`config.mk`:
```
export PLATFORM = sky130hd
export DESIGN_NAME = register_file
export DESIGN_NICKNAME = d
export VERILOG_FILES = /design/src/hdl/register_file.sv
export VERILOG_INCLUDE_DIRS = /design/src /design/src/hdl
export SDC_FILE = /design/constraint.sdc
export NUM_CORES = 2
export LEC_CHECK = 0
export CORE_MARGIN = 1.5
export CORE_UTILIZATION = 59
export CTS_BUF_LIST = sky130_fd_sc_hd__clkbuf_2 sky130_fd_sc_hd__clkbuf_4 sky130_fd_sc_hd__clkbuf_8
export CTS_CLUSTER_SIZE = 30
export DETAILED_ROUTE_END_ITERATION = 10
export DONT_BUFFER_PORTS = 1
export PLACE_DENSITY = 0.79
export SLEW_MARGIN = 20
export SYNTH_ARGS = -nofsm -noshare
export SYNTH_HDL_FRONTEND = slang
export SYNTH_SLANG_ARGS = --single-unit
```
`constraint.sdc`:
```
create_clock -name clk_i -period 5.2 [get_ports clk_i]
set_input_delay 0 -clock clk_i [delete_from_list [all_inputs] [get_ports clk_i]]
set_output_delay 0 -clock clk_i [all_outputs]
set_load 0.005 [all_outputs]
```
`src/hdl/core_macros.svh`:
```
`ifndef CORE_MACROS_SVH
`define CORE_MACROS_SVH

// Data path and register file
`define XLEN        32
`define REG_ADDR_W  5
`define NUM_REGS    32

// Reorder buffer and multiply pipeline
`define ROB_DEPTH   8
`define ROB_TAG_W   3
`define MUL_LATENCY 5

// Instruction word fields
`define OPCODE_MSB  31
`define OPCODE_LSB  28
`define RD_LSB      23
`define RS1_LSB     18
`define RS2_LSB     13
`define IMM_W       16

`endif

```
`src/hdl/register_file.sv`:
```
`timescale 1ns/100ps
`include "core_macros.svh"

module register_file (
  input  logic                   clk_i,
  input  logic                   rst_i,
  input  logic                   wr_en_i,
  input  logic [`REG_ADDR_W-1:0] wr_addr_i,
  input  logic [`XLEN-1:0]       wr_data_i,
  input  logic [`REG_ADDR_W-1:0] rd_addr_a_i,
  input  logic [`REG_ADDR_W-1:0] rd_addr_b_i,
  output logic [`XLEN-1:0]       rd_data_a_o,
  output logic [`XLEN-1:0]       rd_data_b_o
);
  logic [`XLEN-1:0] regs_q [`NUM_REGS];

  always_ff @(posedge clk_i) begin
    if (!rst_i) begin
      for (int i = 0; i < `NUM_REGS; i++) begin
        regs_q[i] <= '0;
      end
    end else if (wr_en_i && wr_addr_i != '0) begin
      regs_q[wr_addr_i] <= wr_data_i;
    end
  end

  // x0 reads as zero
  assign rd_data_a_o = (rd_addr_a_i == '0) ? '0 : regs_q[rd_addr_a_i];
  assign rd_data_b_o = (rd_addr_b_i == '0) ? '0 : regs_q[rd_addr_b_i];

endmodule

```
# Word-level counts from Yosys, hierarchy flattened

Memories as Yosys holds them, arrays and structs flattened.
Index checks and enable logic that the tools add are counted.

Reduce and logical (&&, ||, !) cells: 5
Multiplexer cells: 9

Operators by type and width:

| operator            | number |
|---|---|
| $mux W32            | 3 |
| $reduce_or A32 Y1   | 1 |
| $logic_not A5 Y1    | 2 |
| $mux W1             | 5 |
| $mux W5             | 1 |
| $reduce_bool A5 Y1  | 1 |
| $logic_and A1 B1 Y1 | 1 |

Output and inout port bits: 64
Memory bits (writable): 1,024
Memories kept: 1
Register bits: 0
Bits of input ports: 50

Memories:

| name   | depth | bits a word | rd ports | clocked after Yosys merged registers in | wr ports | RTL line            | source |
|---|---|---|---|---|---|---|---|
| regs_q | 32    | 32          | 2        | 0                                       | 32       | register_file.sv:15 | `` logic [`XLEN-1:0] regs_q [`NUM_REGS]; `` |

# Depth between registers and ports, before layout

Depth in word-level cells: 7
Mapped depth: 9

# Worst setup path before layout

Ideal clock, no wire load.

Kind: input-to-reg
Start point: in rst_i
End point: mem regs_q[24][0] (netlist bit) (enable)
Path buffers: 2
Setup time: 466 ps
Slack: 1,664 ps
Required time: 4,734 ps
Arrival: 3,070 ps
Stages: 5
Cell sequence: buf_2 > nand2_1 > or3_1 > clkbuf_1 > o21ai_0

RTL lines:

| what            | RTL line            | source |
|---|---|---|
| start, declared | register_file.sv:6  | `input logic rst_i,` |
| end, declared   | register_file.sv:15 |  |

==> flow_summary_export.csv <==
group,metric,value,unit
run_status,status,"finished clean",
placement,dp_hpwl,93100,µm
route,vias_per_cell,7.37,
power_and_ir_drop,clkPwrFrac,0.364,
synth,synthCells,3509,
worst_setup_path,critical_path.cell_chain,"mux4_2 > a22o_1 > a2111oi_0 > nor3_1",
final_layout,final_area,58700,µm²
synth,ys_ff_latch,1024,
global_route,grt_max_degree,312,
final_layout,syn_to_final_growth,8.29,%
global_route,grt_pass1_wl,242000,µm
power_and_ir_drop,comb_power_share,0.105,
timing,slew_headroom,0.0758,
power_and_ir_drop,swShare,0.248,
floorplanning,die_y,306,µm
clocking,cts_buffers,163,
timing,tightest_slew,1.35,ns
worst_setup_path,worst_path_max_delay_cell,"a2111oi_0",
synth,yosysWarningCount,0,
power_and_ir_drop,fin_total_pwr,18.5,mW
route,drtPass1Iterations,5,
hold_path,holdCritPathClass,"in2reg",
floorplanning,fp.dieW,306,µm
floorplanning,ios,114,
timing,rsz0062_at_grt,"false",
route,wl,170000,µm
timing,finalCritPeriodShare,0.649,
placement,place_area,55100,µm²
worst_setup_path,worstSetupPathType,"reg2out",
final_layout,largest_reg_flops,1024,
clocking,postCtsSetupBuffers,0,
timing,finalHoldViolCount,0,
placement,place.gp.congestion,0.876,
worst_setup_path,cp_data_arrival_time,3.37,ns
floorplanning,core_area,90600,µm²
power_and_ir_drop,switching_power,4.58,mW
timing,min_period,3.37,ns
route,routedWlPerCell,35.7,µm
worst_setup_path,crit_required,5.20,ns
run,cap_violations,0,
worst_setup_path,start_kind,"register",
route,drt_iter0_markers,5780,
synth,yosysUniqueCellTypes,41,
power_and_ir_drop,leakage,19.9,nW
timing,slew_viol_final,0,
global_route,antenna_found_initial,8,
final_layout,reg_top3,"regs_q x1024",
worst_setup_path,endpoint_kind,"primary output",
clocking,cts_buffer_depth,3,
synth,yosysTopAreaCell,"edfxtp_1",
route,drc,0,
synth,syn_avg_cell_area,15.4,µm²
clocking,cts_tree,"done",
clocking,ctsHoldBuffers,49,
timing,fmax,0.296,GHz
synth,synth_top_cells_by_area,"edfxtp_1 (57%), mux4_2 (20%), and2_1 (11%), mux2i_1 (2.8%), clkbuf_1 (1.9%)",
synth,seq_area_frac_synth,0.567,
power_and_ir_drop,ir_drop,263,µV
synth,synth_top_area_frac,0.567,
global_route,grt_util_all_layers,0.364,
global_route,grt-ovfl-total,0,
placement,io_buffers,0,
synth,synthesis.area,54200,µm²
floorplanning,placementRows,110,
clocking,h-tree-depth,4,
timing,setup_viol,0,
worst_setup_path,slowest_delay,1.12,ns
global_route,first_global_vias,35500,
clocking,clock_sinks,1024,
worst_setup_path,worstPathMaxFanout,2,
final_layout,final_cell_mix,"edfxtp_1 (1,024), and2_1 (995), mux4_2 (470)",
power_and_ir_drop,p_int,13.9,mW
route,num_vias,35100,
final_layout,regMostFlops,"regs_q",
power_and_ir_drop,power_density,315,nW/µm²
final_layout,drive_gt1_frac,0.254,
final_layout,layout_commonest_cell,"edfxtp_1",
clocking,cts.clk_slew.worst_paths,0.07,ns
floorplanning,start_util,0.599,
route,final_antenna_net_count,0,
final_layout,final_nets,3500,
placement,place_inst,4407,
timing,setup_tns,0,ns
power_and_ir_drop,power_frac_seq,0.531,
clocking,cts_resized,0,
clocking,cts_root_buf,"clkbuf_8",
final_layout,fin_cells,4758,
floorplanning,dieArea,93700,µm²
## per-layer routing
metal | share of wire | wire length [µm] | track usage | up-vias
li1 | - | - | - | 13500
met1 | 0.33 | 55900 | 0.472 | 17600
met2 | 0.46 | 77600 | 0.551 | 3337
met3 | 0.15 | 25400 | 0.106 | 636
met4 | 0.066 | 11200 | 0.216 | 2
met5 | 0.000059 | 10 | 0 | -
## Yosys cell counts (all sizes together)
library cell	number
edfxtp	1024
and2	996
mux4	470
clkbuf	275
mux2i	154
buf	113
o22ai	79
nor3	54
a22o	51
nor2	36
a211oi	34
o21ai	33
mux2	30
a2111oi	29
o221ai	27
a22oi	18
nor2b	15
a21oi	10
nand2	9
nor4	8
nand2b	6
nand3	5
nand3b	5
a32o	4
a221oi	3
or3	3
or3b	3
and3	2
inv	2
nand4b	2
o211a	2
or2	2
a31o	1
and4b	1
conb	1
nand4	1
nor4b	1
## worst max-delay path: cells and delay by family (launching register included)
kind	cells	cell delay (ns)
muxes	1	0.49
AOI/OAI and AO/OA	2	1.38
and+or+nand+nor	1	0.28
DFF	1	0.41
## area by class of cell
class / count / area, µm²
fill: 6106 / 31900
sequential: 1024 / 30700
multi-input combinational: 2126 / 22200
clock buffer: 216 / 2670
tap: 1176 / 1470
timing repair buffer: 133 / 1150
clock inverter: 71 / 383
antenna: 10 / 25.0
inverter: 2 / 7.51
## worst paths after layout
kind,startpoint,end,depth (start not counted)
worst max-delay path,regs_q[15][25]$_SDFFCE_PN0P_,rd_data_b_o[25],4
worst min-delay path,wr_addr_i[2],regs_q[31][4]$_SDFFCE_PN0P_,3
## power groups by stage
stage | clock, mW | sequential, mW | combinational, mW
floorplan | 0 | 9.86 | 1.46
global placement | 0 | 9.89 | 1.69
detailed placement | 0 | 9.95 | 1.73
CTS | 6.72 | 9.78 | 1.88
global route | 7.06 | 9.83 | 1.97
finish | 6.72 | 9.80 | 1.94
## logic make-up (layout without fill, tap and decap cells)
group	after synthesis	count (layout)	share of synthesized area
multiplexers	654	654	0.230
flip-flops	1024	1024	0.567
buffers and inverters	390	422	0.0333
AND/OR/NAND/NOR	1149	1149	0.130
AO/OA/AOI/OAI	291	291	0.0396
other	1	42	0.0000692
## stage by stage
stage / setup slack (ns) / hold slack [ns] / util
global route: 1.96 / 0.0694 / 0.648
finish: 1.83 / 0.0617 / 0.648
global placement: 2.45 / 0.175 / 0.608
detailed placement: 2.68 / 0.171 / 0.608
floorplan: 1.66 / 0.198 / -
CTS: 2.04 / 0.0118 / 0.648
Note: power is estimated with default switching activity, not from simulation.
