<file path="config.mk">
export PLATFORM = sky130hd
export DESIGN_NAME = exec_units
export DESIGN_NICKNAME = d
export VERILOG_FILES = /design/src/hdl/core_pkg.sv /design/src/hdl/exec_units.sv
export VERILOG_INCLUDE_DIRS = /design/src /design/src/hdl
export SDC_FILE = /design/constraint.sdc
export NUM_CORES = 2
export LEC_CHECK = 0
export ABC_AREA = 1
export CORE_ASPECT_RATIO = 1.75
export CORE_MARGIN = 2
export CORE_UTILIZATION = 30
export DETAILED_ROUTE_END_ITERATION = 16
export DONT_BUFFER_PORTS = 1
export PLACE_DENSITY = 0.45
export SETUP_SLACK_MARGIN = 0.3
export SYNTH_ARGS = -nofsm -noshare
export SYNTH_HDL_FRONTEND = slang
export SYNTH_SLANG_ARGS = --single-unit
</file>
<file path="constraint.sdc">
create_clock -name clk_i -period 8.7 [get_ports clk_i]
set_input_delay 0 -clock clk_i [delete_from_list [all_inputs] [get_ports clk_i]]
set_output_delay 0 -clock clk_i [all_outputs]
set_load 0.005 [all_outputs]
</file>
<file path="src/hdl/core_macros.svh">
`ifndef CORE_MACROS_SVH
`define CORE_MACROS_SVH

// Data path and register file
`define XLEN        32
`define REG_ADDR_W  5
`define NUM_REGS    32

// Reorder buffer and multiply pipeline
`define ROB_DEPTH   8
`define ROB_TAG_W   3
`define MUL_LATENCY 5

// Instruction word fields
`define OPCODE_MSB  31
`define OPCODE_LSB  28
`define RD_LSB      23
`define RS1_LSB     18
`define RS2_LSB     13
`define IMM_W       16

`endif

</file>
<file path="src/hdl/core_pkg.sv">
`include "core_macros.svh"

package core_pkg;

  typedef enum logic [3:0] {
    OP_ADD = 4'd1,
    OP_SUB = 4'd2,
    OP_AND = 4'd3,
    OP_OR  = 4'd4,
    OP_XOR = 4'd5,
    OP_LI  = 4'd6,
    OP_MUL = 4'd7
  } opcode_e;

  typedef enum logic {
    UNIT_ALU = 1'b0,
    UNIT_MUL = 1'b1
  } exec_unit_e;

  // One-word instruction buffer
  typedef struct packed {
    logic              valid;
    logic [`XLEN-1:0]  word;
  } instr_slot_t;

  typedef struct packed {
    logic                   valid;
    exec_unit_e             unit;
    opcode_e                opcode;
    logic [`XLEN-1:0]       op_a;
    logic [`XLEN-1:0]       op_b;
    logic [`REG_ADDR_W-1:0] rd;
    logic [`ROB_TAG_W-1:0]  tag;
  } issue_t;

  typedef struct packed {
    logic                   valid;
    logic [`ROB_TAG_W-1:0]  tag;
    logic [`REG_ADDR_W-1:0] rd;
    logic [`XLEN-1:0]       data;
  } result_t;

  typedef struct packed {
    logic                   valid;
    logic [`REG_ADDR_W-1:0] rd;
    logic [`XLEN-1:0]       data;
  } commit_t;

endpackage

</file>
<file path="src/hdl/exec_units.sv">
`timescale 1ns/100ps
`include "core_macros.svh"

module exec_units (
  input  logic              clk_i,
  input  logic              rst_i,
  input  core_pkg::issue_t  issue_i,
  output core_pkg::result_t result_o
);
  core_pkg::result_t alu_q;
  core_pkg::result_t mul_q [`MUL_LATENCY];
  logic [`XLEN-1:0]  alu_res;

  always_comb begin
    case (issue_i.opcode)
      core_pkg::OP_ADD: alu_res = issue_i.op_a + issue_i.op_b;
      core_pkg::OP_SUB: alu_res = issue_i.op_a - issue_i.op_b;
      core_pkg::OP_AND: alu_res = issue_i.op_a & issue_i.op_b;
      core_pkg::OP_OR:  alu_res = issue_i.op_a | issue_i.op_b;
      core_pkg::OP_XOR: alu_res = issue_i.op_a ^ issue_i.op_b;
      core_pkg::OP_LI:  alu_res = issue_i.op_b;
      default:          alu_res = '0;
    endcase
  end

  always_ff @(posedge clk_i) begin
    alu_q.tag       <= issue_i.tag;
    alu_q.rd        <= issue_i.rd;
    alu_q.data      <= alu_res;
    // Product formed in the first stage, then carried along
    mul_q[0].tag    <= issue_i.tag;
    mul_q[0].rd     <= issue_i.rd;
    mul_q[0].data   <= issue_i.op_a * issue_i.op_b;
    for (int s = 1; s < `MUL_LATENCY; s++) begin
      mul_q[s] <= mul_q[s-1];
    end
    if (!rst_i) begin
      alu_q.valid <= 1'b0;
      for (int s = 0; s < `MUL_LATENCY; s++) begin
        mul_q[s].valid <= 1'b0;
      end
    end else begin
      alu_q.valid    <= issue_i.valid && issue_i.unit == core_pkg::UNIT_ALU;
      mul_q[0].valid <= issue_i.valid && issue_i.unit == core_pkg::UNIT_MUL;
    end
  end

  assign result_o = alu_q.valid ? alu_q : mul_q[`MUL_LATENCY-1];

  no_result_clash: assert property (@(posedge clk_i) disable iff (!rst_i)
    !(alu_q.valid && mul_q[`MUL_LATENCY-1].valid));

endmodule

</file>
# Yosys cells after proc, flatten, opt, wreduce, memory -nomap -nowiden
# Memories as Yosys holds them, arrays and structs flattened.
# Cells that the tools add are included.
word_totals:
  input_bits: 80
  register_bits: 41
  latchBits: 0
  mem_bits_ro: 0
  ramBits: 205
  mem_count: 1
  output_inout_bits: 41
mem_list:
  columns: ["memory", "words", "width", "read_ports", "rd_clocked_by_memory_dff", "write_ports", "line_no", "text"]
  rows:
  - ["mul_q", 5, 41, 5, 0, 5, "exec_units.sv:11", "core_pkg::result_t mul_q [`MUL_LATENCY];"]
op_classes:
  shift: 0
  addsub: 2
  magnitude_cmp: 0
  n_div: 0
  eq_ne: 6
  multipliers: 1
  muxes: 9
  n_reduce_logical: 2
  n_bitwise: 9
ops:
  columns: ["op", "n"]
  rows:
  - ["32-bit case mux with 6 select lines", 1]
  - ["41-bit two-way mux", 1]
  - ["32-bit adder", 1]
  - ["32-bit AND", 1]
  - ["32-bit by 32-bit multiplier with 32-bit output", 1]
  - ["32-bit OR", 1]
  - ["32-bit subtractor", 1]
  - ["32-bit bitwise XOR", 1]
  - ["4-bit by 3-bit equality test with 1-bit output, second input constant", 3]
  - ["4-bit by 2-bit equality test with 1-bit output, second input constant", 2]
  - ["1-bit two-way mux", 7]
  - ["4-bit by 1-bit equality test with 1-bit output, second input constant", 1]
  - ["1-bit OR, first input constant", 4]
  - ["1-bit logical AND", 2]
  - ["1-bit NOT", 1]
  - ["1-bit OR", 1]

# Logic depth before layout (Yosys ltp)
logic_depth:
  depth_word: 2
  depth_mapped: 36
  depth_no_buf: 34

# Worst setup path before layout
# No wires, ideal clock.
synth_path:
  kind: "input port to flip-flop"
  from: "input issue_i[12] (netlist bit)"
  to: "memory mul_q[0][26] (netlist bit)"
  setup_time_ns: 0.119
  arrival_ns: 5.915
  stages: 27
  setup_slack_ns: 2.666
  n_path_buf: 2
  required_time_ns: 8.581
  path_cell_list: "clkbuf_1 > buf_1 > nand2_1 > inv_1 > fa_1 > inv_1 > fa_1 > fa_1 > fa_1 > inv_1 > fa_1 > inv_1 > fa_1 > inv_1 > fa_1 > fa_1 > ha_1 > nand2_1 > inv_1 > nand2_1 > nor3_1 > nand4_1 > nand3_1 > nand2_1 > nand2_1 > a21oi_1 > xnor2_1"
synth_lines:
  columns: ["element", "line_no", "text"]
  rows:
  - ["start, declared", "exec_units.sv:7", "input core_pkg::issue_t issue_i,"]
  - ["end, declared", "exec_units.sv:11", null]

==> flow_metrics.py <==
metrics = {
    "yosys": {
        "synth_cell_type_count": 52,
        "yosysTopAreaCellShare_pct": 30.8,
        "synth_area_leaders": "fa_1 (31%), dfxtp_1 (18%), nand2_1 (14%), inv_1 (13%), ha_1 (10%)",
        "ys_seq_area_share_pct": 17.9,
        "synth_top_cell_by_area": "fa_1",
        "synth_edf_count": 0,
        "synthMostInstantiatedCell": "nand2_1",
        "syn-num-nets": 4116,
        "ys.flop_type": "dfxtp_1",
        "syn-instance-count": 3408,
        "postSynthAreaPerCell_um2": 7.80,
        "async_flop_share_pct": 0,
        "yosysWarnings": 0,
        "ys_ff_latch": 238,
        "yosys-top-cells-count": "nand2_1 (969), inv_1 (885), fa_1 (409), dfxtp_1 (238), ha_1 (219)",
        "syn_area_um2": 26600,
    },
    "routing": {
        "vias": 21100,
        "drtIter0Drc": 997,
        "antenna_left": 0,
        "wl_per_cell_um": 20.9,
        "vias_per_cell": 4.60,
        "firstDrtPassIters": 6,
        "drc": 0,
        "totalWireLength_mm": 95.5,
    },
    "placed_design": {
        "numPortBuffers": 0,
        "hpwl_mm": 73.5,
        "dpl_cell_area_um2": 27500,
        "gp_routability_congestion": 0.938,
    },
    "clock_network": {
        "post-cts-setup-buffers": 0,
        "hold_buffers": 89,
        "path_clk_slew_ps": 90,
        "cts_root_buffer": "clkbuf_16",
        "cts_buffers": 21,
        "h-tree-depth": 1,
        "cts_tree": "built",
        "cts.sink_count": 238,
        "cts.path.max_buffers": 3,
        "cts_resized": 0,
        "clk_latency_ps": 540,
    },
    "worst_setup_path": {
        "crit_chain": "ha_1, inv_1, fa_1, fa_1, fa_1, fa_1, inv_1, fa_1, inv_1, fa_1, fa_1, fa_1, inv_1, ha_1, a21oi_1, o21ai_0, a211oi_1, o211ai_1, xor2_1",
        "slowest_delay_ps": 790,
        "reg2regPathDepth": 0,
        "required_ps": 9100,
        "cp_max_fo": 24,
        "cp.arrival_ps": 7190,
        "r2r-start": "mul_q[0][25]$_DFF_P_",
        "end_kind": "flip-flop",
        "path_class": "in -> reg",
        "reg2reg_to": "mul_q[1][25]$_DFF_P_",
        "cpMostUsedCell": "fa_1",
        "crit_slowest_cell": "a211oi_1",
        "startpoint_type": "primary input",
        "reg2reg_slack_ps": 8040,
    },
    "timing": {
        "hold_ws_ps": 26.3,
        "fin_worst_skew_ps": 17.8,
        "fmax_ghz": 0.147,
        "setup-violations-final": 0,
        "fin_crit_ps": 6790,
        "slew_headroom_pct": 33.7,
        "finalCritPeriodShare_pct": 78.1,
        "hold_viol_final": 0,
        "final.setup.tns_ps": 0,
        "worstMarginPinSlew_ps": 994,
        "rsz0062_at_grt": "no",
        "final_max_slew_viol_count": 0,
    },
    "worst_hold_path": {
        "hold_start": "issue_i[1]",
        "hold_path_end": "alu_q[38]$_DFF_P_",
        "hold_class": "in -> reg",
        "hold_depth": 1,
    },
    "run": {
        "cap_violations": 0,
    },
    "floorplanning": {
        "die_y_um": 398,
        "dieWidth_um": 229,
        "top_level_ports": 121,
        "dieArea_um2": 91000,
        "core_um2": 87900,
        "initial_core_util_pct": 30.2,
        "fp-row-count": 144,
    },
    "grt": {
        "grt_pass1_vias": 22600,
        "track_usage_pct": 21.1,
        "grt_overflow": 0,
        "antenna_found_initial": 5,
        "grt_pass1_wl_mm": 141,
        "grt_max_degree": 41,
    },
    "cells_and_area": {
        "area_delta_synth_final_pct": 9.63,
        "fillers": 9555,
        "drive_gt1_share_pct": 2.50,
        "nNetsFinal": 4098,
        "design_area_um2": 29100,
    },
    "run_status": {
        "outcome": "finished clean",
    },
}
## logic make-up (layout without fill, tap and decap cells)
logic type                 Yosys count  in the layout  share of synthesized area (%)
buffers and inverters             1029           1025                           14.8
and+or+nand+nor                   1236           1236                           18.7
xor gates and xnor gates            73             73                           2.41
other                                0              3                              0
AOI/OAI and AO/OA                  204            204                           4.97
adders and majority gates          628            628                           41.1
DFF                                238            238                           17.9
## final cells by class
cell class	count	area [um2]	area share, %
multi-input combinational	2141	17900	61.4
antenna	3	7.51	0.0258
clock inverter	14	155	0.533
clock buffer	23	553	1.90
timing repair buffer	98	963	3.31
inverter	890	3340	11.5
sequential	238	4770	16.4
tap	1168	1460	5.02
## state kept, by name, summed over array words and instances (netlist names)
register	flops
alu_q	39
mul_q	199
## metrics by stage
stage / std cells / util (%) / setup slack, ps
finish: 4575 / 33.1 / 1910
global route: 4575 / 33.1 / 1970
CTS: 4570 / 33.1 / 2000
detailed placement: 4444 / 31.3 / 1410
global placement: 4444 / 31.3 / 1350
floorplan: 3408 / - / 2670
## cell usage in the layout (no fill, tap or decap), drive strengths merged, types with 5 or more instances in the layout
cell type    instances
o21bai               5
nor4                 6
clkbuf              23
or2                 12
nand4                6
o211ai               9
dlygate4sd3         91
a221oi              29
nand3b               8
clkinv               5
nand2              970
xnor2               14
a21o                11
fa                 409
ha                 219
o21ai               51
nor3                22
dfxtp              238
nand3               98
a31oi                8
a21oi               63
clkinvlp             5
nor2               110
buf                  7
inv                892
xor2                59
o221ai              14
## worst max-delay path, delay by kind of cell
family	cells	cell delay, ps
compound gates	4	2170
fa+ha+maj	10	4330
xor+xnor	1	270
buf+inv	4	360
## layer usage
metal,GRT usage [%],vias to the layer above,routed length (um),share of wire (%)
met2,42.1,528,52800,55
met3,2.62,204,3950,4.1
met5,0,-,0,0
met1,20.4,10400,32200,34
li1,-,9870,-,-
met4,12.6,0,6520,6.8
## how the worst max path moves through the flow
stage,from,to
5_1_grt,issue_i[51],mul_q[0][28]$_DFF_P_
3_5_place_dp,issue_i[51],mul_q[0][28]$_DFF_P_
6_report,issue_i[51],mul_q[0][28]$_DFF_P_
2_1_floorplan,issue_i[12],mul_q[0][26]$_DFF_P_
3_3_place_gp,issue_i[10],mul_q[0][28]$_DFF_P_
4_1_cts,issue_i[51],mul_q[0][28]$_DFF_P_
Power is left out: the tool's default activity adds up to more than one toggle a clock period on the data nets, which glitch-free logic cannot reach.
