File: src/hdl/core_macros.svh
`ifndef CORE_MACROS_SVH
`define CORE_MACROS_SVH

// Data path and register file
`define XLEN        32
`define REG_ADDR_W  5
`define NUM_REGS    32

// Reorder buffer and multiply pipeline
`define ROB_DEPTH   8
`define ROB_TAG_W   3
`define MUL_LATENCY 5

// Instruction word fields
`define OPCODE_MSB  31
`define OPCODE_LSB  28
`define RD_LSB      23
`define RS1_LSB     18
`define RS2_LSB     13
`define IMM_W       16

`endif

File: src/hdl/core_pkg.sv
`include "core_macros.svh"

package core_pkg;

  typedef enum logic [3:0] {
    OP_ADD = 4'd1,
    OP_SUB = 4'd2,
    OP_AND = 4'd3,
    OP_OR  = 4'd4,
    OP_XOR = 4'd5,
    OP_LI  = 4'd6,
    OP_MUL = 4'd7
  } opcode_e;

  typedef enum logic {
    UNIT_ALU = 1'b0,
    UNIT_MUL = 1'b1
  } exec_unit_e;

  // One-word instruction buffer
  typedef struct packed {
    logic              valid;
    logic [`XLEN-1:0]  word;
  } instr_slot_t;

  typedef struct packed {
    logic                   valid;
    exec_unit_e             unit;
    opcode_e                opcode;
    logic [`XLEN-1:0]       op_a;
    logic [`XLEN-1:0]       op_b;
    logic [`REG_ADDR_W-1:0] rd;
    logic [`ROB_TAG_W-1:0]  tag;
  } issue_t;

  typedef struct packed {
    logic                   valid;
    logic [`ROB_TAG_W-1:0]  tag;
    logic [`REG_ADDR_W-1:0] rd;
    logic [`XLEN-1:0]       data;
  } result_t;

  typedef struct packed {
    logic                   valid;
    logic [`REG_ADDR_W-1:0] rd;
    logic [`XLEN-1:0]       data;
  } commit_t;

endpackage

File: src/hdl/instr_decode.sv
`timescale 1ns/100ps
`include "core_macros.svh"

module instr_decode (
  input  logic                   clk_i,
  input  logic                   rst_i,
  input  core_pkg::instr_slot_t  slot_i,
  output logic                   take_o,
  output logic [`REG_ADDR_W-1:0] rs1_addr_o,
  output logic [`REG_ADDR_W-1:0] rs2_addr_o,
  input  logic [`XLEN-1:0]       rs1_data_i,
  input  logic [`XLEN-1:0]       rs2_data_i,
  input  logic                   rob_full_i,
  input  logic [`ROB_TAG_W-1:0]  rob_tag_i,
  output logic                   alloc_o,
  output logic [`REG_ADDR_W-1:0] alloc_rd_o,
  input  core_pkg::result_t      result_i,
  output core_pkg::issue_t       issue_o
);
  core_pkg::opcode_e          opcode;
  core_pkg::exec_unit_e       unit;
  logic                       defined;
  logic [`REG_ADDR_W-1:0]     rd;
  logic [`XLEN-1:0]           imm;
  logic [`NUM_REGS-1:0]       pending_q;
  logic [`MUL_LATENCY-1:0]    resv_q;
  logic                       raw, waw, slot_clash, stall, go;

  assign opcode     = core_pkg::opcode_e'(slot_i.word[`OPCODE_MSB:`OPCODE_LSB]);
  assign rd         = slot_i.word[`RD_LSB +: `REG_ADDR_W];
  assign rs1_addr_o = slot_i.word[`RS1_LSB +: `REG_ADDR_W];
  assign rs2_addr_o = slot_i.word[`RS2_LSB +: `REG_ADDR_W];
  assign imm        = {{(`XLEN-`IMM_W){1'b0}}, slot_i.word[`IMM_W-1:0]};

  always_comb begin
    defined = 1'b1;
    unit    = core_pkg::UNIT_ALU;
    case (opcode)
      core_pkg::OP_ADD, core_pkg::OP_SUB, core_pkg::OP_AND,
      core_pkg::OP_OR, core_pkg::OP_XOR, core_pkg::OP_LI: unit = core_pkg::UNIT_ALU;
      core_pkg::OP_MUL: unit = core_pkg::UNIT_MUL;
      default: defined = 1'b0;
    endcase
  end

  // ==========================================================
  // Hazards
  // ==========================================================
  // LI has no source operands
  assign raw = opcode != core_pkg::OP_LI &&
               (pending_q[rs1_addr_o] || pending_q[rs2_addr_o]);
  assign waw = pending_q[rd];
  // resv_q[1] is the result bus cycle an ALU op issued now would use
  assign slot_clash = unit == core_pkg::UNIT_ALU && resv_q[1];
  assign stall  = defined && (raw || waw || rob_full_i || slot_clash);
  assign go     = slot_i.valid && defined && !stall;
  assign take_o = slot_i.valid && !stall;

  assign alloc_o    = go;
  assign alloc_rd_o = rd;

  always_ff @(posedge clk_i) begin
    issue_o.unit   <= unit;
    issue_o.opcode <= opcode;
    issue_o.op_a   <= rs1_data_i;
    issue_o.op_b   <= (opcode == core_pkg::OP_LI) ? imm : rs2_data_i;
    issue_o.rd     <= rd;
    issue_o.tag    <= rob_tag_i;
    if (!rst_i) begin
      issue_o.valid <= 1'b0;
      pending_q     <= '0;
      resv_q        <= '0;
    end else begin
      issue_o.valid <= go;
      resv_q        <= {go && unit == core_pkg::UNIT_MUL, resv_q[`MUL_LATENCY-1:1]};
      if (result_i.valid) begin
        pending_q[result_i.rd] <= 1'b0;
      end
      if (go && rd != '0) begin
        pending_q[rd] <= 1'b1;
      end
    end
  end

  result_was_pending: assert property (@(posedge clk_i) disable iff (!rst_i)
    result_i.valid && result_i.rd != '0 |-> pending_q[result_i.rd]);

endmodule

File: config.mk
export PLATFORM = sky130hd
export DESIGN_NAME = instr_decode
export DESIGN_NICKNAME = d
export VERILOG_FILES = /design/src/hdl/core_pkg.sv /design/src/hdl/instr_decode.sv
export VERILOG_INCLUDE_DIRS = /design/src /design/src/hdl
export SDC_FILE = /design/constraint.sdc
export NUM_CORES = 1
export LEC_CHECK = 0
export BUFFER_PORTS_ARGS = -buffer_cell sky130_fd_sc_hd__buf_2
export CAP_MARGIN = 20
export CORE_UTILIZATION = 45
export CTS_CLUSTER_SIZE = 20
export DETAILED_ROUTE_END_ITERATION = 6
export PLACE_DENSITY = 0.77
export SETUP_SLACK_MARGIN = 0.5
export SKIP_LAST_GASP = 1
export SLEW_MARGIN = 0
export SYNTH_ARGS = -nofsm -noshare
export SYNTH_HDL_FRONTEND = slang
export SYNTH_SLANG_ARGS = --single-unit
File: constraint.sdc
create_clock -name clk_i -period 3.4 [get_ports clk_i]
set_clock_uncertainty 0.2 [all_clocks]
set_input_delay 0.68 -clock clk_i [delete_from_list [all_inputs] [get_ports clk_i]]
set_output_delay 0.68 -clock clk_i [all_outputs]
set_load 0.005 [all_outputs]
# --- Yosys cells after proc, flatten, opt, wreduce, memory -nomap -nowiden ---
# Index checks and enable logic that the tools add are counted.
word_totals:
  in_bits: 144
  reg_bits: 115
  word_cells: 61
op_classes:
  mux: 16
  bitwise_logic: 4
  order_cmp: 6
  eq_ne: 8
  n_reduce_logical: 17
op_table:
  columns: ["cell", "count"]
  rows:
  - ["32-bit two-way mux", 3]
  - ["32-bit AND", 1]
  - ["32-bit NOT", 1]
  - ["32-bit bitwise OR", 1]
  - ["5-bit by 6-bit less-than comparator with 1-bit output (second input constant)", 4]
  - ["4-bit by 3-bit == test with 1-bit output (second input constant)", 4]
  - ["16-bit two-way mux", 1]
  - ["1-bit binary-select mux with 5-bit select", 3]
  - ["1-bit demux with 5-bit select", 2]
  - ["5-bit by 1-bit greater-or-equal comparator with 1-bit output (second input constant)", 2]
  - ["1-bit logical AND", 10]
  - ["4-bit by 2-bit == test with 1-bit output (second input constant)", 2]
  - ["1-bit two-way mux", 7]
  - ["7-bit OR reduction", 1]
  - ["5-bit nonzero test", 1]
  - ["4-bit by 1-bit == test with 1-bit output (second input constant)", 1]
  - ["1-bit logical OR", 4]
  - ["4-bit by 3-bit inequality test with 1-bit output (second input constant)", 1]
  - ["1-bit logical NOT", 1]
  - ["1-bit NOT", 1]

# --- Logic depth before layout (Yosys ltp) ---
# Gate-level depths: netlist (run 1).
logic_depth:
  ltp_word: 12
  depth_mapped: 9
  mapped_depth_nobuf: 6

# --- Worst setup path after synthesis (run 1) ---
# Ideal clock, no wire load.
synth_timing:
  path_type: "input-to-output"
  startpoint: "input slot_i[24] (netlist bit)"
  endpoint: "output take_o"
  setup_slack_ns: 0.124
  stages: 8
  t_required_ns: 2.520
  arrival_time_ns: 2.396
  path_cell_list: "buf_2 > mux4_2 > a22oi_1 > nor3_1 > nor4_2 > o211ai_2 > buf_6 > a21boi_0"
synth_via:
  elab_chain_cells: 8
synth_lines:
  columns: ["element", "line", "source"]
  rows:
  - ["from (decl)", "instr_decode.sv:7", "input core_pkg::instr_slot_t slot_i,"]
  - ["1-bit binary-select mux with 5-bit select", "instr_decode.sv:52", "assign waw = pending_q[rd];"]
  - ["1-bit two-way mux (implied by the code)", "instr_decode.sv:52", null]
  - ["1-bit logical OR (3 in a row)", "instr_decode.sv:55", "assign stall = defined && (raw || waw || rob_full_i || slot_clash);"]
  - ["1-bit logical AND", "instr_decode.sv:55", null]
  - ["1-bit logical NOT", "instr_decode.sv:57", "assign take_o = slot_i.valid && !stall;"]
  - ["1-bit logical AND", "instr_decode.sv:57", null]
  - ["to (decl)", "instr_decode.sv:8", "output logic take_o,"]
# No other way between the ends. The select of a mux whose other input is x is not followed.

# --- Worst setup path after layout (run 1) ---
layout_timing:
  startpoint: "input slot_i[14] (netlist bit)"
  endpoint: "output take_o"
layout_via:
  elab_chain_cells: 10
layout_lines:
  columns: ["element", "line", "source"]
  rows:
  - ["1-bit binary-select mux with 5-bit select", "instr_decode.sv:51", "(pending_q[rs1_addr_o] || pending_q[rs2_addr_o]);"]
  - ["1-bit two-way mux (implied by the code)", "instr_decode.sv:51", null]
  - ["1-bit logical OR", "instr_decode.sv:51", null]
  - ["1-bit logical AND", "instr_decode.sv:50", "assign raw = opcode != core_pkg::OP_LI &&"]
  - ["1-bit logical OR (3 in a row)", "instr_decode.sv:55", null]
  - ["1-bit logical AND", "instr_decode.sv:55", null]
  - ["1-bit logical NOT", "instr_decode.sv:57", null]
  - ["1-bit logical AND", "instr_decode.sv:57", null]
# No other way between the ends. The select of a mux whose other input is x is not followed.

==> results of run 1 <==
==> Yosys cell counts, drive strengths merged (4+ instances only) <==
cell type	count	share of area (%)
a22oi	5	0.83
or3b	6	1.2
buf	27	4.3
and2	4	0.55
nand2b	6	0.83
nor2b	23	3.2
nand2	10	0.83
nand3b	9	1.5
nor3	4	0.44
mux2	18	4.5
nor2	7	0.58
mux4	9	4.5
o41ai	31	7.5
o211ai	33	5.6
dfxtp	114	50
mux2i	27	5.9
nand3	9	0.99
clkbuf	14	1.2
==> sequential cells by signal, summed over array words and instances (netlist names) <==
register	flops
issue_o	78
pending_q	32
resv_q	4
==> stage by stage <==
stage	area [um^2]	setup WS [ns]	hold WS [ns]
after floorplan	4560	0.184	0.212
after global routing	6320	0.00971	0.0429
after global placement	5660	-0.0519	0.214
after CTS	6310	0.127	0.0462
final	6320	0.126	0.0761
after detailed placement	5660	-0.0514	0.222
==> cell families after synthesis <==
kind of cell           Yosys count  synth area share, %
DFF                            114                 50.2
and+or+nand+nor                 91                 12.3
muxes                           54                 14.9
buffers and inverters           44                 5.70
AOI/OAI and AO/OA               88                 17.0
==> worst paths after layout <==
| check | end | depth (start not counted) |
|---|---|---|
| hold / removal | issue_o[66] | 1 |
| setup / recovery | take_o | 9 |
| setup reg to reg | pending_q[27] | 7 |
| hold reg to reg | resv_q[3] | 1 |
==> cell usage in the layout (no fill, tap or decap), types with 7 or more instances in the layout <==
cell,netlist,routed
nand3_1,9,9
mux2_2,18,18
nand3b_1,9,9
dfxtp_2,0,7
dfxtp_1,114,107
nor2b_1,23,22
buf_4,15,22
buf_2,6,200
o41ai_1,22,22
nand2_1,10,10
o41ai_2,9,9
nor2_1,7,7
clkbuf_16,0,16
o211ai_1,32,32
mux2i_1,27,27
mux4_2,9,9
==> worst max-delay path, stage by stage <==
cell	delay, ns
buf_2	0.27
nor2b_1	0.08
a2111oi_0	0.45
a211oi_1	0.12
a211oi_2	0.28
buf_4	0.16
o211ai_4	0.09
a21boi_2	0.15
buf_2	0.12
==> power by group through the flow <==
stage	Combinational, mW	Sequential [mW]	Clock (mW)
2_1_floorplan	0.149	1.44	0
3_3_place_gp	0.314	1.43	0
3_5_place_dp	0.321	1.43	0
4_1_cts	0.328	1.40	1.82
5_1_grt	0.361	1.41	1.87
6_report	0.330	1.40	1.78
==> per-layer routing <==
metal / track usage [%] / wire length [um]
met1: 31.2 / 5370
met2: 40.3 / 6590
met3: 6.78 / 1100
met4: 12.3 / 238
met5: 0 / 0
==> area by class of cell <==
class | instances | area, um^2
clock buffers | 18 | 428
clock inverters | 14 | 176
fillers | 767 | 3450
inverters | 3 | 11.3
multi-input cells | 233 | 2060
flip-flops and latches | 114 | 2290
well taps | 133 | 166
repair buffers | 223 | 1190
==> what timing repair did <==
item,in CTS,in global routing
pin swaps,5,1
gates resized for setup,15,2
endpoints found under the setup margin,2,2
setup buffers,0,1
==> results.toml, run 1 <==
[status]
status = "finished, final reports clean"

[min_path]
hold_class = "in -> reg"
hp-start = "rs1_data_i[26]"

[pwr]
combPwrFrac_pct = 9.4
ir_drop_mv = 0.322
p_switching_mw = 0.821
total_power_mw = 3.51
seqPwrFrac_pct = 40.0
pwr-share-clk_pct = 50.6
cellInternalPower_mw = 2.69
p_leak_nw = 2.82
powerDensity_nw_per_um2 = 555
p_sw_share_pct = 23.4

[clock_network]
cts_buffers = 17
clock_latency_ns = 0.50
cts.sinks = 114
cts-root-buf = "clkbuf_8"
cts_tree = "yes"
clkTransAtPathRegs_ns = 0.06
postCtsHoldBufs = 0
cts_buffer_depth = 2
h-tree-depth = 4

[logic_synthesis]
syn_nets = 535
yosysWarningCount = 0
ys_seq_area_share_pct = 50.2
synthFlopType = "dfxtp_1"
avgSynthCellArea_um2 = 11.6
synthCells = 391
synth_edf_count = 0
netlist_area_um2 = 4550
synth_cell_types = 45
async_reset_ff_share_pct = 0
synth-seq-cells = 114

[routing]
ant_nets = 0
wirelength_um = 13300
dr.pass1.iters = 4
first_iter_violations = 262
routed_via_density = 5.47
wl_per_cell_um = 18.0
via_count = 4035
drc = 0

[final_layout]
fin_nets = 736
diodes = 0
final_cells = 738
fin_util_pct = 64.7
drive_gt1_share_pct = 52.1
synthToLayoutAreaGrowth_pct = 39.1

[setup_path]
cp.required_ns = 2.52
rr_startpoint = "pending_q[24]"
r2r_slack_ns = 0.76
endpoint_kind = "primary output"
cp-start-kind = "primary input"
cp_data_arrival_time_ns = 2.39
crit_type = "in -> out"
worstPathMaxFanout = 13
startpoint = "slot_i[14]"

[timing]
finalCriticalPeriod_ns = 3.27
finalSetupTns_ns = 0
finalHoldViolCount = 0
period_share_pct = 96.3
finalSetupViolations = 0
max_freq_mhz = 305
slew_viol_final = 0
rsz0062_at_grt = "true"
slew-limit-headroom_pct = 65.3
worstMarginPinSlew_ns = 0.519

[floorplanning]
core-area_um2 = 9770
rows = 36
die_width_um = 103
ios = 239
initial_core_util_pct = 46.5
die_height_um = 103
dieArea_um2 = 10500

[grt]
grt_overflow = 0
grt_pass1_vias = 3830
grt_start_max_net_pins = 33
grt_use_total_pct = 25.1
grt_pass1_wl_um = 19700
grt_antenna_before_repair = 0

[placed_design]
io_buffers = 203
place_inst = 705
hpwl_um = 10100
gp_congestion = 0.887

[run]
maxCapViolations = 0
Power figures use the tool's default switching activity.
==> inputs of run 2 (changes only) <==
- CTS_BUF_LIST: not set -> sky130_fd_sc_hd__clkbuf_4 sky130_fd_sc_hd__clkbuf_8
- GPL_TIMING_DRIVEN: not set -> 0
- SLEW_MARGIN: 0 -> 15
==> run 2 against run 1 <==
Net effect:
- global-route usage rose by 0.99 points
- clock power fell by 26%
- wire length rose by 6.1%
- design area rose by 0.97%
- sequential cell count did not move
- first-iteration DRC count rose by 4.6%
- via count rose by 3.8%
- die area did not move
- core utilization rose by 0.63 points
- critical path type unchanged
- largest cell class unchanged
- largest power group is now registers
==> results.toml, run 2 (synthesis gave the netlist of run 1 again) <==
[placed_design]
hpwl_um = 10700
gp_congestion = 0.937
place_area_um2 = 5730
post-place-ws_ns = -0.369
io_buffers = 202

[timing]
period_share_pct = 98.9
slew_viol_final = 0
finalCriticalPeriod_ns = 3.36
worstMarginPinSlew_ns = 0.653
setup_slack_ns = 0.0389
slew-limit-headroom_pct = 56.5
finalSetupViolations = 0
finalHoldViolCount = 0
max_freq_mhz = 298
rsz0062_at_grt = "true"
hold_ws_ns = 0.160

[clock_network]
cts_tree = "yes"
cts.sinks = 114
postCtsHoldBufs = 0
cts_buffers = 17
clock_latency_ns = 0.42
clkTransAtPathRegs_ns = 0.07
cts_buffer_depth = 2
cts-root-buf = "clkbuf_8"
h-tree-depth = 4

[grt]
grt_pass1_wl_um = 20400
grt_start_max_net_pins = 17
grt_antenna_before_repair = 0
grt_overflow = 0
grt_use_total_pct = 26.1
grt_pass1_vias = 3993

[setup_path]
crit_path_frequent_cell = "buf_6"
crit_type = "in -> out"
rr_startpoint = "pending_q[26]"
cp.required_ns = 2.52
rr_worst_depth = 8
worstPathMaxFanout = 5
startpoint = "slot_i[13]"
endpoint_kind = "primary output"
critical_path_buf_inv_count = 4
crit_slowest_cell = "mux4_2"
slowest_delay_ns = 0.50
path_delay_family = "multiplexers"
cp-start-kind = "primary input"
crit_cells = 10
cp_data_arrival_time_ns = 2.48
path_cells = "buf_6 > buf_6 > mux4_2 > nor3b_2 > nor4_2 > a211oi_2 > o211ai_4 > buf_6 > a21boi_2 > buf_2"

[floorplanning]
dieArea_um2 = 10500
initial_core_util_pct = 46.5
ios = 239
core-area_um2 = 9770
die_height_um = 103
die_width_um = 103
rows = 36

[status]
status = "finished, final reports clean"

[min_path]
holdPathStages = 1
hold_class = "in -> reg"
hp-start = "rs1_data_i[29]"

[pwr]
p_leak_nw = 2.85
total_power_mw = 3.09
ir_drop_mv = 0.249
powerDensity_nw_per_um2 = 484

[final_layout]
fin_nets = 767
regMostFlops = "issue_o"
seq_area_um2 = 2280
final_cell_mix = "buf_2, dfxtp_1, o211ai_1"
final_common_cell = "buf_2"
synthToLayoutAreaGrowth_pct = 40.4
fin_util_pct = 65.3
fillers = 768
stdcell_area_um2 = 6380
largestRegisters = "issue_o (78), pending_q (32), resv_q (4)"
diodes = 0
multi_input_area_um2 = 2090
largest_register_ffs = 78
drive_gt1_share_pct = 52.5

[routing]
ant_nets = 0
via_count = 4187
dr.pass1.iters = 6
routed_via_density = 5.44
wl_per_cell_um = 18.3
drc = 0
wirelength_um = 14100
first_iter_violations = 274

[run]
maxCapViolations = 0
-- run 2: changes by cell type in the layout (fill, tap and decap cells not counted), sizes merged --
| cell | delta |
|---|---|
| buf | +17 |
| clkbuf | +14 |
-- run 2: area by class of cell --
| class | count | area share (%) |
|---|---|---|
| sequential | 114 | 35.7 |
| clock inverter | 14 | 2.76 |
| inverter | 3 | 0.176 |
| clock buffer | 18 | 3.88 |
| timing repair buffer | 213 | 17.5 |
| multi-input combinational | 233 | 32.8 |
| buffer | 41 | 4.51 |
| tap | 133 | 2.61 |
-- run 2: stage by stage --
step	std cells	TNS, ns
after floorplan	391	0
after global placement	726	-0.661
after detailed placement	726	-0.727
after CTS	767	0
after global routing	769	-0.0956
final	769	0
-- run 2: final timing paths --
check                  endpoint  slack [ns]
setup / recovery         take_o        0.04
setup reg to reg  pending_q[24]        0.72
hold reg to reg       resv_q[1]        0.23
hold / removal      issue_o[69]        0.16
-- run 2: where the power goes --
part           switching (mW)  total [mW]  leakage, nW  internal [mW]
Clock                   0.571        1.32        0.210          0.754
Combinational           0.187       0.366         1.69          0.180
Sequential             0.0131        1.40        0.947           1.39
-- run 2: timing repair --
action                                 CTS  global route
buffers inserted                         9             2
resized for setup                       24            15
pin swaps                                7             3
endpoints found under the hold margin    0             0
setup endpoints to repair               12             2
-- run 2: metal layers --
metal	share of wire, %	global-route usage [%]	wire, um
met1	39	31.2	5490
met2	50	43.7	7060
met3	8.8	7.05	1240
met4	2.2	12.0	316
met5	0	0	0
