## src/hdl/core_macros.svh

```systemverilog
`ifndef CORE_MACROS_SVH
`define CORE_MACROS_SVH

// Data path and register file
`define XLEN        32
`define REG_ADDR_W  5
`define NUM_REGS    32

// Reorder buffer and multiply pipeline
`define ROB_DEPTH   8
`define ROB_TAG_W   3
`define MUL_LATENCY 5

// Instruction word fields
`define OPCODE_MSB  31
`define OPCODE_LSB  28
`define RD_LSB      23
`define RS1_LSB     18
`define RS2_LSB     13
`define IMM_W       16

`endif

```

## src/hdl/core_pkg.sv

```systemverilog
`include "core_macros.svh"

package core_pkg;

  typedef enum logic [3:0] {
    OP_ADD = 4'd1,
    OP_SUB = 4'd2,
    OP_AND = 4'd3,
    OP_OR  = 4'd4,
    OP_XOR = 4'd5,
    OP_LI  = 4'd6,
    OP_MUL = 4'd7
  } opcode_e;

  typedef enum logic {
    UNIT_ALU = 1'b0,
    UNIT_MUL = 1'b1
  } exec_unit_e;

  // One-word instruction buffer
  typedef struct packed {
    logic              valid;
    logic [`XLEN-1:0]  word;
  } instr_slot_t;

  typedef struct packed {
    logic                   valid;
    exec_unit_e             unit;
    opcode_e                opcode;
    logic [`XLEN-1:0]       op_a;
    logic [`XLEN-1:0]       op_b;
    logic [`REG_ADDR_W-1:0] rd;
    logic [`ROB_TAG_W-1:0]  tag;
  } issue_t;

  typedef struct packed {
    logic                   valid;
    logic [`ROB_TAG_W-1:0]  tag;
    logic [`REG_ADDR_W-1:0] rd;
    logic [`XLEN-1:0]       data;
  } result_t;

  typedef struct packed {
    logic                   valid;
    logic [`REG_ADDR_W-1:0] rd;
    logic [`XLEN-1:0]       data;
  } commit_t;

endpackage

```

## src/hdl/wb_slave_port.sv

```systemverilog
`timescale 1ns/100ps
`include "core_macros.svh"

module wb_slave_port (
  input  logic                   clk_i,
  input  logic                   rst_i,
  input  logic                   wb_cyc_i,
  input  logic                   wb_stb_i,
  input  logic                   wb_we_i,
  input  logic [`REG_ADDR_W-1:0] wb_adr_i,
  input  logic [`XLEN-1:0]       wb_dat_i,
  output logic [`XLEN-1:0]       wb_dat_o,
  output logic                   wb_ack_o,
  input  logic                   take_i,
  output core_pkg::instr_slot_t  slot_o,
  output logic [`REG_ADDR_W-1:0] arch_rd_addr_o,
  input  logic [`XLEN-1:0]       arch_rd_data_i
);
  core_pkg::instr_slot_t slot_q;
  logic                  ack_q;
  logic [`XLEN-1:0]      dat_q;
  logic                  req, rd_req, push, wr_other;

  assign req      = wb_cyc_i && wb_stb_i && !ack_q;
  assign rd_req   = req && !wb_we_i;
  // Instruction push waits for an empty buffer
  assign push     = req && wb_we_i && wb_adr_i == '0 && !slot_q.valid;
  assign wr_other = req && wb_we_i && wb_adr_i != '0;

  always_ff @(posedge clk_i) begin
    if (push) begin
      slot_q.word <= wb_dat_i;
    end
    if (rd_req) begin
      dat_q <= arch_rd_data_i;
    end
    if (!rst_i) begin
      slot_q.valid <= 1'b0;
      ack_q        <= 1'b0;
    end else begin
      slot_q.valid <= push || (slot_q.valid && !take_i);
      ack_q        <= rd_req || push || wr_other;
    end
  end

  assign slot_o         = slot_q;
  assign arch_rd_addr_o = wb_adr_i;
  assign wb_dat_o       = dat_q;
  assign wb_ack_o       = ack_q;

  take_needs_slot: assert property (@(posedge clk_i) disable iff (!rst_i)
    take_i |-> slot_q.valid);

endmodule

```

## config.mk

```make
export PLATFORM = sky130hd
export DESIGN_NAME = wb_slave_port
export DESIGN_NICKNAME = d
export VERILOG_FILES = /design/src/hdl/core_pkg.sv /design/src/hdl/wb_slave_port.sv
export VERILOG_INCLUDE_DIRS = /design/src /design/src/hdl
export SDC_FILE = /design/constraint.sdc
export NUM_CORES = 1
export LEC_CHECK = 0
export ABC_AREA = 1
export BUFFER_PORTS_ARGS = -buffer_cell sky130_fd_sc_hd__buf_4
export CELL_PAD_IN_SITES_DETAIL_PLACEMENT = 0
export CELL_PAD_IN_SITES_GLOBAL_PLACEMENT = 1
export CORE_ASPECT_RATIO = 1.25
export CORE_MARGIN = 8
export CORE_UTILIZATION = 25
export DETAILED_ROUTE_END_ITERATION = 7
export PLACE_DENSITY_LB_ADDON = 0.1
export SKIP_CTS_REPAIR_TIMING = 1
export SLEW_MARGIN = 20
export SYNTH_ARGS = -nofsm -noshare
export SYNTH_HDL_FRONTEND = slang
export SYNTH_SLANG_ARGS = --single-unit
```

## constraint.sdc

```tcl
create_clock -name clk_i -period 2.6 [get_ports clk_i]
set_clock_uncertainty 0.2 [all_clocks]
set_input_delay 0.26 -clock clk_i [delete_from_list [all_inputs] [get_ports clk_i]]
set_output_delay 0.26 -clock clk_i [all_outputs]
set_load 0.05 [all_outputs]
```

Word-level counts from Yosys, hierarchy flattened
Cells that the tools add are included.

word-level totals
  bits in registers = 66
  bits of input ports = 75
  output and inout port bits = 71
  word-level logic and storage cells = 21

operators by class
  reductions and logical operators = 17

operators by type and width
  cell               number
  $logic_and 1x1->1  8
  $logic_not 5->1    1
  $reduce_bool 5->1  1
  $logic_not 1->1    4
  $logic_or 1x1->1   3

Longest topological paths before layout
Gate-level depths: netlist of run 1.

  depth after elaboration = 7
  gate-level depth with buffers = 5

Worst setup path before layout of run 1
No wires, ideal clock.

  path kind = reg2reg
  from = register ack_q, in the netlist wb_ack_o
  to = register dat_q[0], in the netlist wb_dat_o[0] (enable)
  library setup time = 421 ps
  data arrival time = 2039 ps
  data required time = 1979 ps
  path slack = -60 ps
  stages on the path, launching flop included = 4
  path buffers = 0
  cells stage by stage = dfxtp_1 > inv_1 > nand3_1 > nor2_1

between the ends
  word-level cells in the longest chain between the ends = 3

RTL lines
  what                    line                 text
  from (decl)             wb_slave_port.sv:20  logic ack_q;
  from (signal assigned)  wb_slave_port.sv:42  ack_q <= rd_req || push || wr_other;
  $logic_not 1->1         wb_slave_port.sv:24  assign req = wb_cyc_i && wb_stb_i && !ack_q;
  $logic_and 1x1->1       wb_slave_port.sv:24
  $logic_and 1x1->1       wb_slave_port.sv:25  assign rd_req = req && !wb_we_i;
  via rd_req              wb_slave_port.sv:22  logic req, rd_req, push, wr_other;
  to (signal assigned)    wb_slave_port.sv:35  dat_q <= arch_rd_data_i;
  to (decl)               wb_slave_port.sv:21  logic [`XLEN-1:0] dat_q;

The timed path passes the listed nets, and every way through them passes these cells.
A chain may end at the register's enable or synchronous reset.

Worst setup path in the final report of run 1
  from = input port wb_stb_i
  to = register slot_q, in the netlist slot_o[29] (enable)

between the ends
  word-level cells in the longest chain between the ends = 5

RTL lines
  what                             line                 text
  from (decl)                      wb_slave_port.sv:8   input logic wb_stb_i,
  $logic_and 1x1->1 (2 in series)  wb_slave_port.sv:24
  $logic_and 1x1->1 (3 in series)  wb_slave_port.sv:27  assign push = req && wb_we_i && wb_adr_i == '0 && !slot_q.valid;
  via push                         wb_slave_port.sv:22
  to (decl)                        wb_slave_port.sv:19  core_pkg::instr_slot_t slot_q;

The timed path passes the listed nets, and every way through them passes these cells.

==> impl_results.md, run 1 <==
* Post-Synthesis Cells at 93
* Pins Over Slew Limit at 0
* Setup violations, final at 0
* Mapped Area at 2100 µm²
* Met3 usage at 0.0675
* Sequential Power Share at 0.496
* Power Dens Cells at 571 nW/µm²
* Area of the multi-input gates at 72.6 µm²
* Post-synth cell types at 13
* Critical path origin: wb_stb_i
* Final nets at 389
* Most frequent cells in the layout: 147 x buf_4, 68 x dlygate4sd3_1, 64 x edfxtp_1, 9 x clkbuf_8, 8 x inv_1
* Ratio of cells with drive above 1 in the final layout at 0.520
* Fmax at 0.542 GHz
* Antenna violations before repair at 0
* Starting density of the core at 0.256
* Worst-Skew Late Latency at 0.34 ns
* Die Wd at 98.0 µm
* Largest net degree at the start of global routing at 33
* Commonest non-fill, non-tap cell in the layout: buf_4
* Syn Area/Cell at 22.6 µm²
* Syn-to-layout area delta at 99.5%
* Fin Setup TNS at 0 ns
* Number of global-route vias before repair at 1496
* Crit path kind: primary input to flip-flop
* Worst Hold Launch: wb_we_i
* TritonCTS Buffers at 9
* Number of remaining DRC errors at 0
* Max cap viols at 0
* Worst Hold Class: primary input to flip-flop
* Sequential area share after synthesis at 0.934
* Comb pwr share at 0.117
* Startpoint Class: primary input
* Clock share of power at 0.387
* Met2 Resource Use GR at 0.142
* Hpwl dp at 4370 µm
* Register area at 1960 µm²
* Number of core rows at 37
* GR Util met1 at 0.0984
* PortBufs at 145
* Yosys warns at 0
* Final hold vios at 0
* Core footprint at 8190 µm²
* N_diodes at 0
* #FFs+latches synth at 66
* Routed len/inst at 15.1 µm
* Worst R2R Start: wb_ack_o
* Worst setup EP type: flip-flop
* First-pass GRT wire length at 8290 µm
* Routed Antenna Nets at 0
* 1st-iter DRT viols at 38
* Clk Tree Root Cell: clkbuf_8
* Part of the cycle the worst path needs at 0.709
* Die H at 118 µm
* TritonRoute pass-1 iters at 4
* CTS Buffer Depth at 2
* Leakage power at 1.76 nW
* Maximum net fanout on the critical path at 32
* RSZ-0062 raised after global routing: no
* Clock sinks at 66
* Status: finished clean
* # fillers at 674
* Switch share at 0.214
* DR vias at 1618
* Layout Utilization at 0.511
* Gp weighted congestion at 0.697
* Final min period at 1.84 ns
* Peak VDD IR at 0.436 mV
* Vias/cell at 3.89
* Internal power consumption at 1.88 mW
* WP data arrival at 1.64 ns
* Gr usage total at 0.0971
* TritonCTS clock tree: done
* Clk pin slew, worst setup/hold paths at 0.07 ns
* Post-Syn Nets at 168
* Switching power at 511 µW
* Slew margin rel. at 0.728
* Die area at 11600 µm²
* DRT Wirelength at 6260 µm
* GR Overflow Total at 0
* Req. time, crit path at 2.39 ns
* CTS H-tree depth at 3
* Actual slew at the worst max-slew pin at 0.407 ns
* I/O pins at 146
* GR peak layer: met2
==> synth_stat cells, drive strengths merged <==
library cell	n	area share
edfxtp	64	0.92
inv	8	0.014
buf	5	0.018
nand2	5	0.010
nor2	4	0.0083
a21oi	2	0.0066
dfxtp	2	0.019
nand3	1	0.0024
nand4	1	0.0030
or2	1	0.0030
==> kinds of logic (layout without fill, tap and decap cells) <==
family	after synthesis	in the layout	synth area share
compound gates	2	2	0.00655
buf+inv	13	239	0.0322
flops	66	66	0.934
simple gates	12	12	0.0268
==> critical path, stage by stage <==
cell and delay, ns:
dlygate4sd3_1 0.53, buf_4 0.11, nand3_1 0.11, nor2_1 0.13
nand2_2 0.07, inv_1 0.05, buf_4 0.35
==> layer usage <==
| layer | share of wire | routed length (µm) |
|---|---|---|
| met1 | 0.36 | 2280 |
| met2 | 0.48 | 3010 |
| met3 | 0.13 | 845 |
| met4 | 0.020 | 123 |
| met5 | 0 | 0 |
==> path summary, 6_finish.rpt <==
path | endpoint | slack (ns) | cells past startpoint
max | slot_o[29] | 0.76 | 7
min | wb_ack_o | 0.008 | 4
max reg2reg | slot_o[29] | 0.94 | 6
min reg2reg | wb_ack_o | 0.35 | 3
==> area by class of cell <==
cell class / instances / share of cell area
sequential: 66 / 0.468
timing repair buffer: 215 / 0.426
clock buffer: 9 / 0.0296
tap: 97 / 0.0290
clock inverter: 7 / 0.0224
multi-input combinational: 14 / 0.0173
inverter: 8 / 0.00717
==> metrics by stage <==
| step | total power [mW] | area [µm²] | setup slack, ns | instances | hold slack, ns |
|---|---|---|---|---|---|
| 2_1_floorplan | 1.30 | 2100 | 0.460 | 93 | 0.159 |
| 3_3_place_gp | 1.41 | 3290 | 0.882 | 332 | 0.238 |
| 3_5_place_dp | 1.41 | 3290 | 0.877 | 332 | 0.239 |
| 4_1_cts | 2.35 | 3510 | 0.922 | 348 | -0.128 |
| 5_1_grt | 2.49 | 4190 | 0.664 | 416 | 0.0125 |
| 6_report | 2.39 | 4190 | 0.756 | 416 | 0.00755 |
==> state kept, by name (all words and copies together), names as in the netlist <==
name      count
slot_o       33
wb_ack_o      1
wb_dat_o     32
==> power groups by stage <==
stage               Combinational (mW)  Clock (mW)  Sequential, mW
floorplan                       0.0317           0            1.26
global placement                 0.196           0            1.21
detailed placement               0.197           0            1.21
CTS                              0.197       0.963            1.19
global route                     0.296        1.00            1.19
finish                           0.279       0.926            1.19
No activity file was read; power rests on OpenSTA's default activity.
==> run 2, diff against run 1 <==
--- a/config.mk
+++ b/config.mk
@@ -6,7 +6,7 @@
 export SDC_FILE = /design/constraint.sdc
 export NUM_CORES = 1
 export LEC_CHECK = 0
-export ABC_AREA = 1
+export ABC_AREA = 0
 export BUFFER_PORTS_ARGS = -buffer_cell sky130_fd_sc_hd__buf_4
 export CELL_PAD_IN_SITES_DETAIL_PLACEMENT = 0
 export CELL_PAD_IN_SITES_GLOBAL_PLACEMENT = 1
==> constraint.sdc (replaced) <==
create_clock -name clk_i -period 1.8 [get_ports clk_i]
set_clock_uncertainty 0.2 [all_clocks]
set_input_delay 0.18 -clock clk_i [delete_from_list [all_inputs] [get_ports clk_i]]
set_output_delay 0.18 -clock clk_i [all_outputs]
set_load 0.05 [all_outputs]
==> impl_results.md, run 2 <==
* Final hold vios at 0 (unchanged)
* Worst Hold Class: primary input to flip-flop
* Maximum net fanout on the critical path at 3 (-91%)
* Yosys warns at 0 (unchanged)
* Worst setup EP type: flip-flop
* GR Overflow Total at 0 (unchanged)
* TritonCTS Buffers at 9 (unchanged)
* Most used cell, CP: dlygate4sd3_1
* Largest net degree at the start of global routing at 33 (unchanged)
* # fillers at 690 (+2.4%)
* Main area contributors after synthesis: edfxtp_1 92%, dfxtp_1 1.9%, buf_4 1.8%, nor4_4 1.0%, nand3b_2 0.54%
* Starting density of the core at 0.256 (-0.000694)
* #FFs+latches synth at 66 (unchanged)
* DR vias at 1594 (-1.5%)
* Antenna violations before repair at 0 (unchanged)
* Clock sinks at 66 (unchanged)
* WHS Path Cells at 4 (unchanged)
* Routed Antenna Nets at 0 (unchanged)
* Syn Area/Cell at 25.7 µm² (+14%)
* Worst R2R Start: wb_ack_o
* Top FF cell, synth: edfxtp_1
* Worst flop-to-flop path endpoint: wb_ack_o
* PortBufs at 145 (unchanged)
* Register area at 1960 µm² (about the same)
* Commonest non-fill, non-tap cell in the layout: buf_4
* Final min period at 1.71 ns
* Post-synth cell types at 12 (-1)
* Ratio of cells with drive above 1 in the final layout at 0.544 (+0.0233)
* Max reg flops at 33 (unchanged)
* Post-synth EDFFs at 64 (unchanged)
* Core footprint at 8150 µm² (-0.57%)
* DRT Wirelength at 6330 µm (+1.1%)
* Fmax at 0.584 GHz
* Most frequent cells in the layout: 148 x buf_4, 68 x dlygate4sd3_1, 64 x edfxtp_1, 9 x clkbuf_8
* Hold Slack at 0.0902 ns (+0.0826 ns)
* Part of the cycle the worst path needs at 0.951
* Routed len/inst at 15.6 µm (+3.6%)
* Worst Hold Launch: wb_we_i
* Post-Syn Nets at 156 (-7.1%)
* Req. time, crit path at 1.83 ns (-0.56 ns)
* CP cell instances: dlygate4sd3_1 -> buf_4 -> nand3b_4 -> dlygate4sd3_1 -> a211oi_1
* Top cells by instance count after synthesis: 64 x edfxtp_1, 5 x buf_4, 2 x dfxtp_1, 2 x nor2_1
* Placed cells at 322 (-3.0%)
* Leakage power at 1.74 nW (-1.3%)
* Clock share of power at 0.383 (-0.004)
* Area fraction of the dominant cell type after synthesis at 0.923 (+0.00770)
* Internal power consumption at 2.72 mW (+44%)
* Final nets at 379 (-2.6%)
* Actual slew at the worst max-slew pin at 0.262 ns (-0.146 ns)
* Crit path kind: primary input to flip-flop
* Final Power at 3.45 mW (+44%)
* Die Wd at 97.6 µm (-0.35%)
* Cell with the most instances after synthesis: edfxtp_1
* Max cap viols at 0 (unchanged)
* Hold Crit Endpoint: wb_ack_o
* Slew margin rel. at 0.824 (+0.0959)
* CP peak stage delay at 0.58 ns (+0.05 ns)
* CTS Buffer Depth at 2 (unchanged)
* Setup violations, final at 0 (unchanged)
* Die area at 11500 µm² (-0.71%)
* Sequential Power Share at 0.498 (+0.002)
* Syn-to-layout area delta at 102%
* Critical Path Slowest Stage Cell: dlygate4sd3_1
* Comb pwr share at 0.120 (+0.003)
* Worst-Skew Late Latency at 0.33 ns (about the same)
* Pins Over Slew Limit at 0 (unchanged)
* RSZ-0062 raised after global routing: no
* Ys async rst share at 0 (unchanged)
* Hpwl dp at 4550 µm (+4.1%)
* WP data arrival at 1.74 ns (+0.10 ns)
* R2R Setup Slk at 0.19 ns (-0.75 ns)
* Die H at 118 µm (-0.36%)
* Switch share at 0.212 (-0.00200)
* R2R depth at 3 (-3)
* Sequential area share after synthesis at 0.942 (+0.00786)
* Number of remaining DRC errors at 0 (unchanged)
* Clk Tree Root Cell: clkbuf_8
* CTS H-tree depth at 3 (unchanged)
* First-pass GRT wire length at 8550 µm (+3.2%)
* TritonCTS clock tree: done
* I/O pins at 146 (unchanged)
* Status: finished clean
* Area of the multi-input gates at 95.1 µm² (+31%)
* N_diodes at 0 (unchanged)
* Area leader, netlist: edfxtp_1
* Cell Count, Final, Fillers Out at 406 (-2.4%)
* Post-Synthesis Cells at 81 (-13%)
* Clk pin slew, worst setup/hold paths at 0.07 ns (about the same)
* Mapped Area at 2080 µm² (-0.83%)
* Number of global-route vias before repair at 1513 (+1.1%)
* Power Dens Cells at 820 nW/µm² (+44%)
* Gr usage total at 0.0993 (+0.00218)
* Gp weighted congestion at 0.657 (-5.7%)
* Number of core rows at 37 (unchanged)
* TritonRoute pass-1 iters at 4 (unchanged)
* Peak VDD IR at 0.452 mV (+3.7%)
* 1st-iter DRT viols at 51 (+34%)
* Switching power at 730 µW (+43%)
* Vias/cell at 3.93 (+0.94%)
* Startpoint Class: primary input
[run 2: kinds of logic (layout without fill, tap and decap cells)]
logic type | Yosys count | in the layout | synth area share
buffers and inverters | 6 | 234 | 0.0198
flip-flops | 66 | 66 | 0.942
AND/OR/NAND/NOR | 7 | 7 | 0.0307
AO/OA/AOI/OAI | 2 | 2 | 0.00721
[run 2: through the flow]
stage | setup slack (ns) | utilization | cell area [µm²] | TNS, ns
after detailed placement | -0.0645 | 0.407 | 3310 | -1.44
after global routing | 0.0534 | 0.516 | 4200 | 0
after CTS | 0.208 | 0.432 | 3520 | 0
after global placement | -0.0433 | 0.407 | 3310 | -1.01
after floorplan | -0.615 | - | 2100 | -20.18
final | 0.0885 | 0.516 | 4200 | 0
[run 2: cell type report]
cell class / count / share of cell area
Clock buffer: 10 / 0.0304
Clock inverter: 6 / 0.0193
Inverter: 1 / 0.000893
Multi-Input combinational cell: 9 / 0.0226
Sequential cell: 66 / 0.467
Tap cell: 97 / 0.0289
Timing Repair Buffer: 217 / 0.431
[run 2: critical path: cells and delay by family]
family                 cells  cell delay (ns)
buffers and inverters      3             1.22
AOI/OAI and AO/OA          1             0.23
and+or+nand+nor            1             0.11
[run 2: worst max-delay path by stage]
stage | start | end | slack, ns
3_5_place_dp | wb_adr_i[0] | slot_o[25] | -0.06
3_3_place_gp | wb_adr_i[0] | slot_o[25] | -0.04
4_1_cts | wb_ack_o | slot_o[13] | 0.21
5_1_grt | wb_stb_i | wb_ack_o | 0.05
6_report | wb_stb_i | wb_ack_o | 0.09
2_1_floorplan | wb_adr_i[0] | slot_o[0] | -0.61
[run 2: power groups by stage]
stage / combinational [mW] / clock (mW) / sequential [mW]
detailed placement: 0.292 / 0 / 1.75
finish: 0.412 / 1.32 / 1.72
global route: 0.435 / 1.45 / 1.72
CTS: 0.292 / 1.38 / 1.72
global placement: 0.288 / 0 / 1.75
floorplan: 0.0474 / 0 / 1.83
[run 2: per-layer routing]
metal	vias to the layer above	routed length [µm]	track usage
met5	-	0	0
met2	85	3310	0.167
li1	758	-	-
met4	0	107	0.0541
met1	741	2390	0.0975
met3	10	520	0.0487
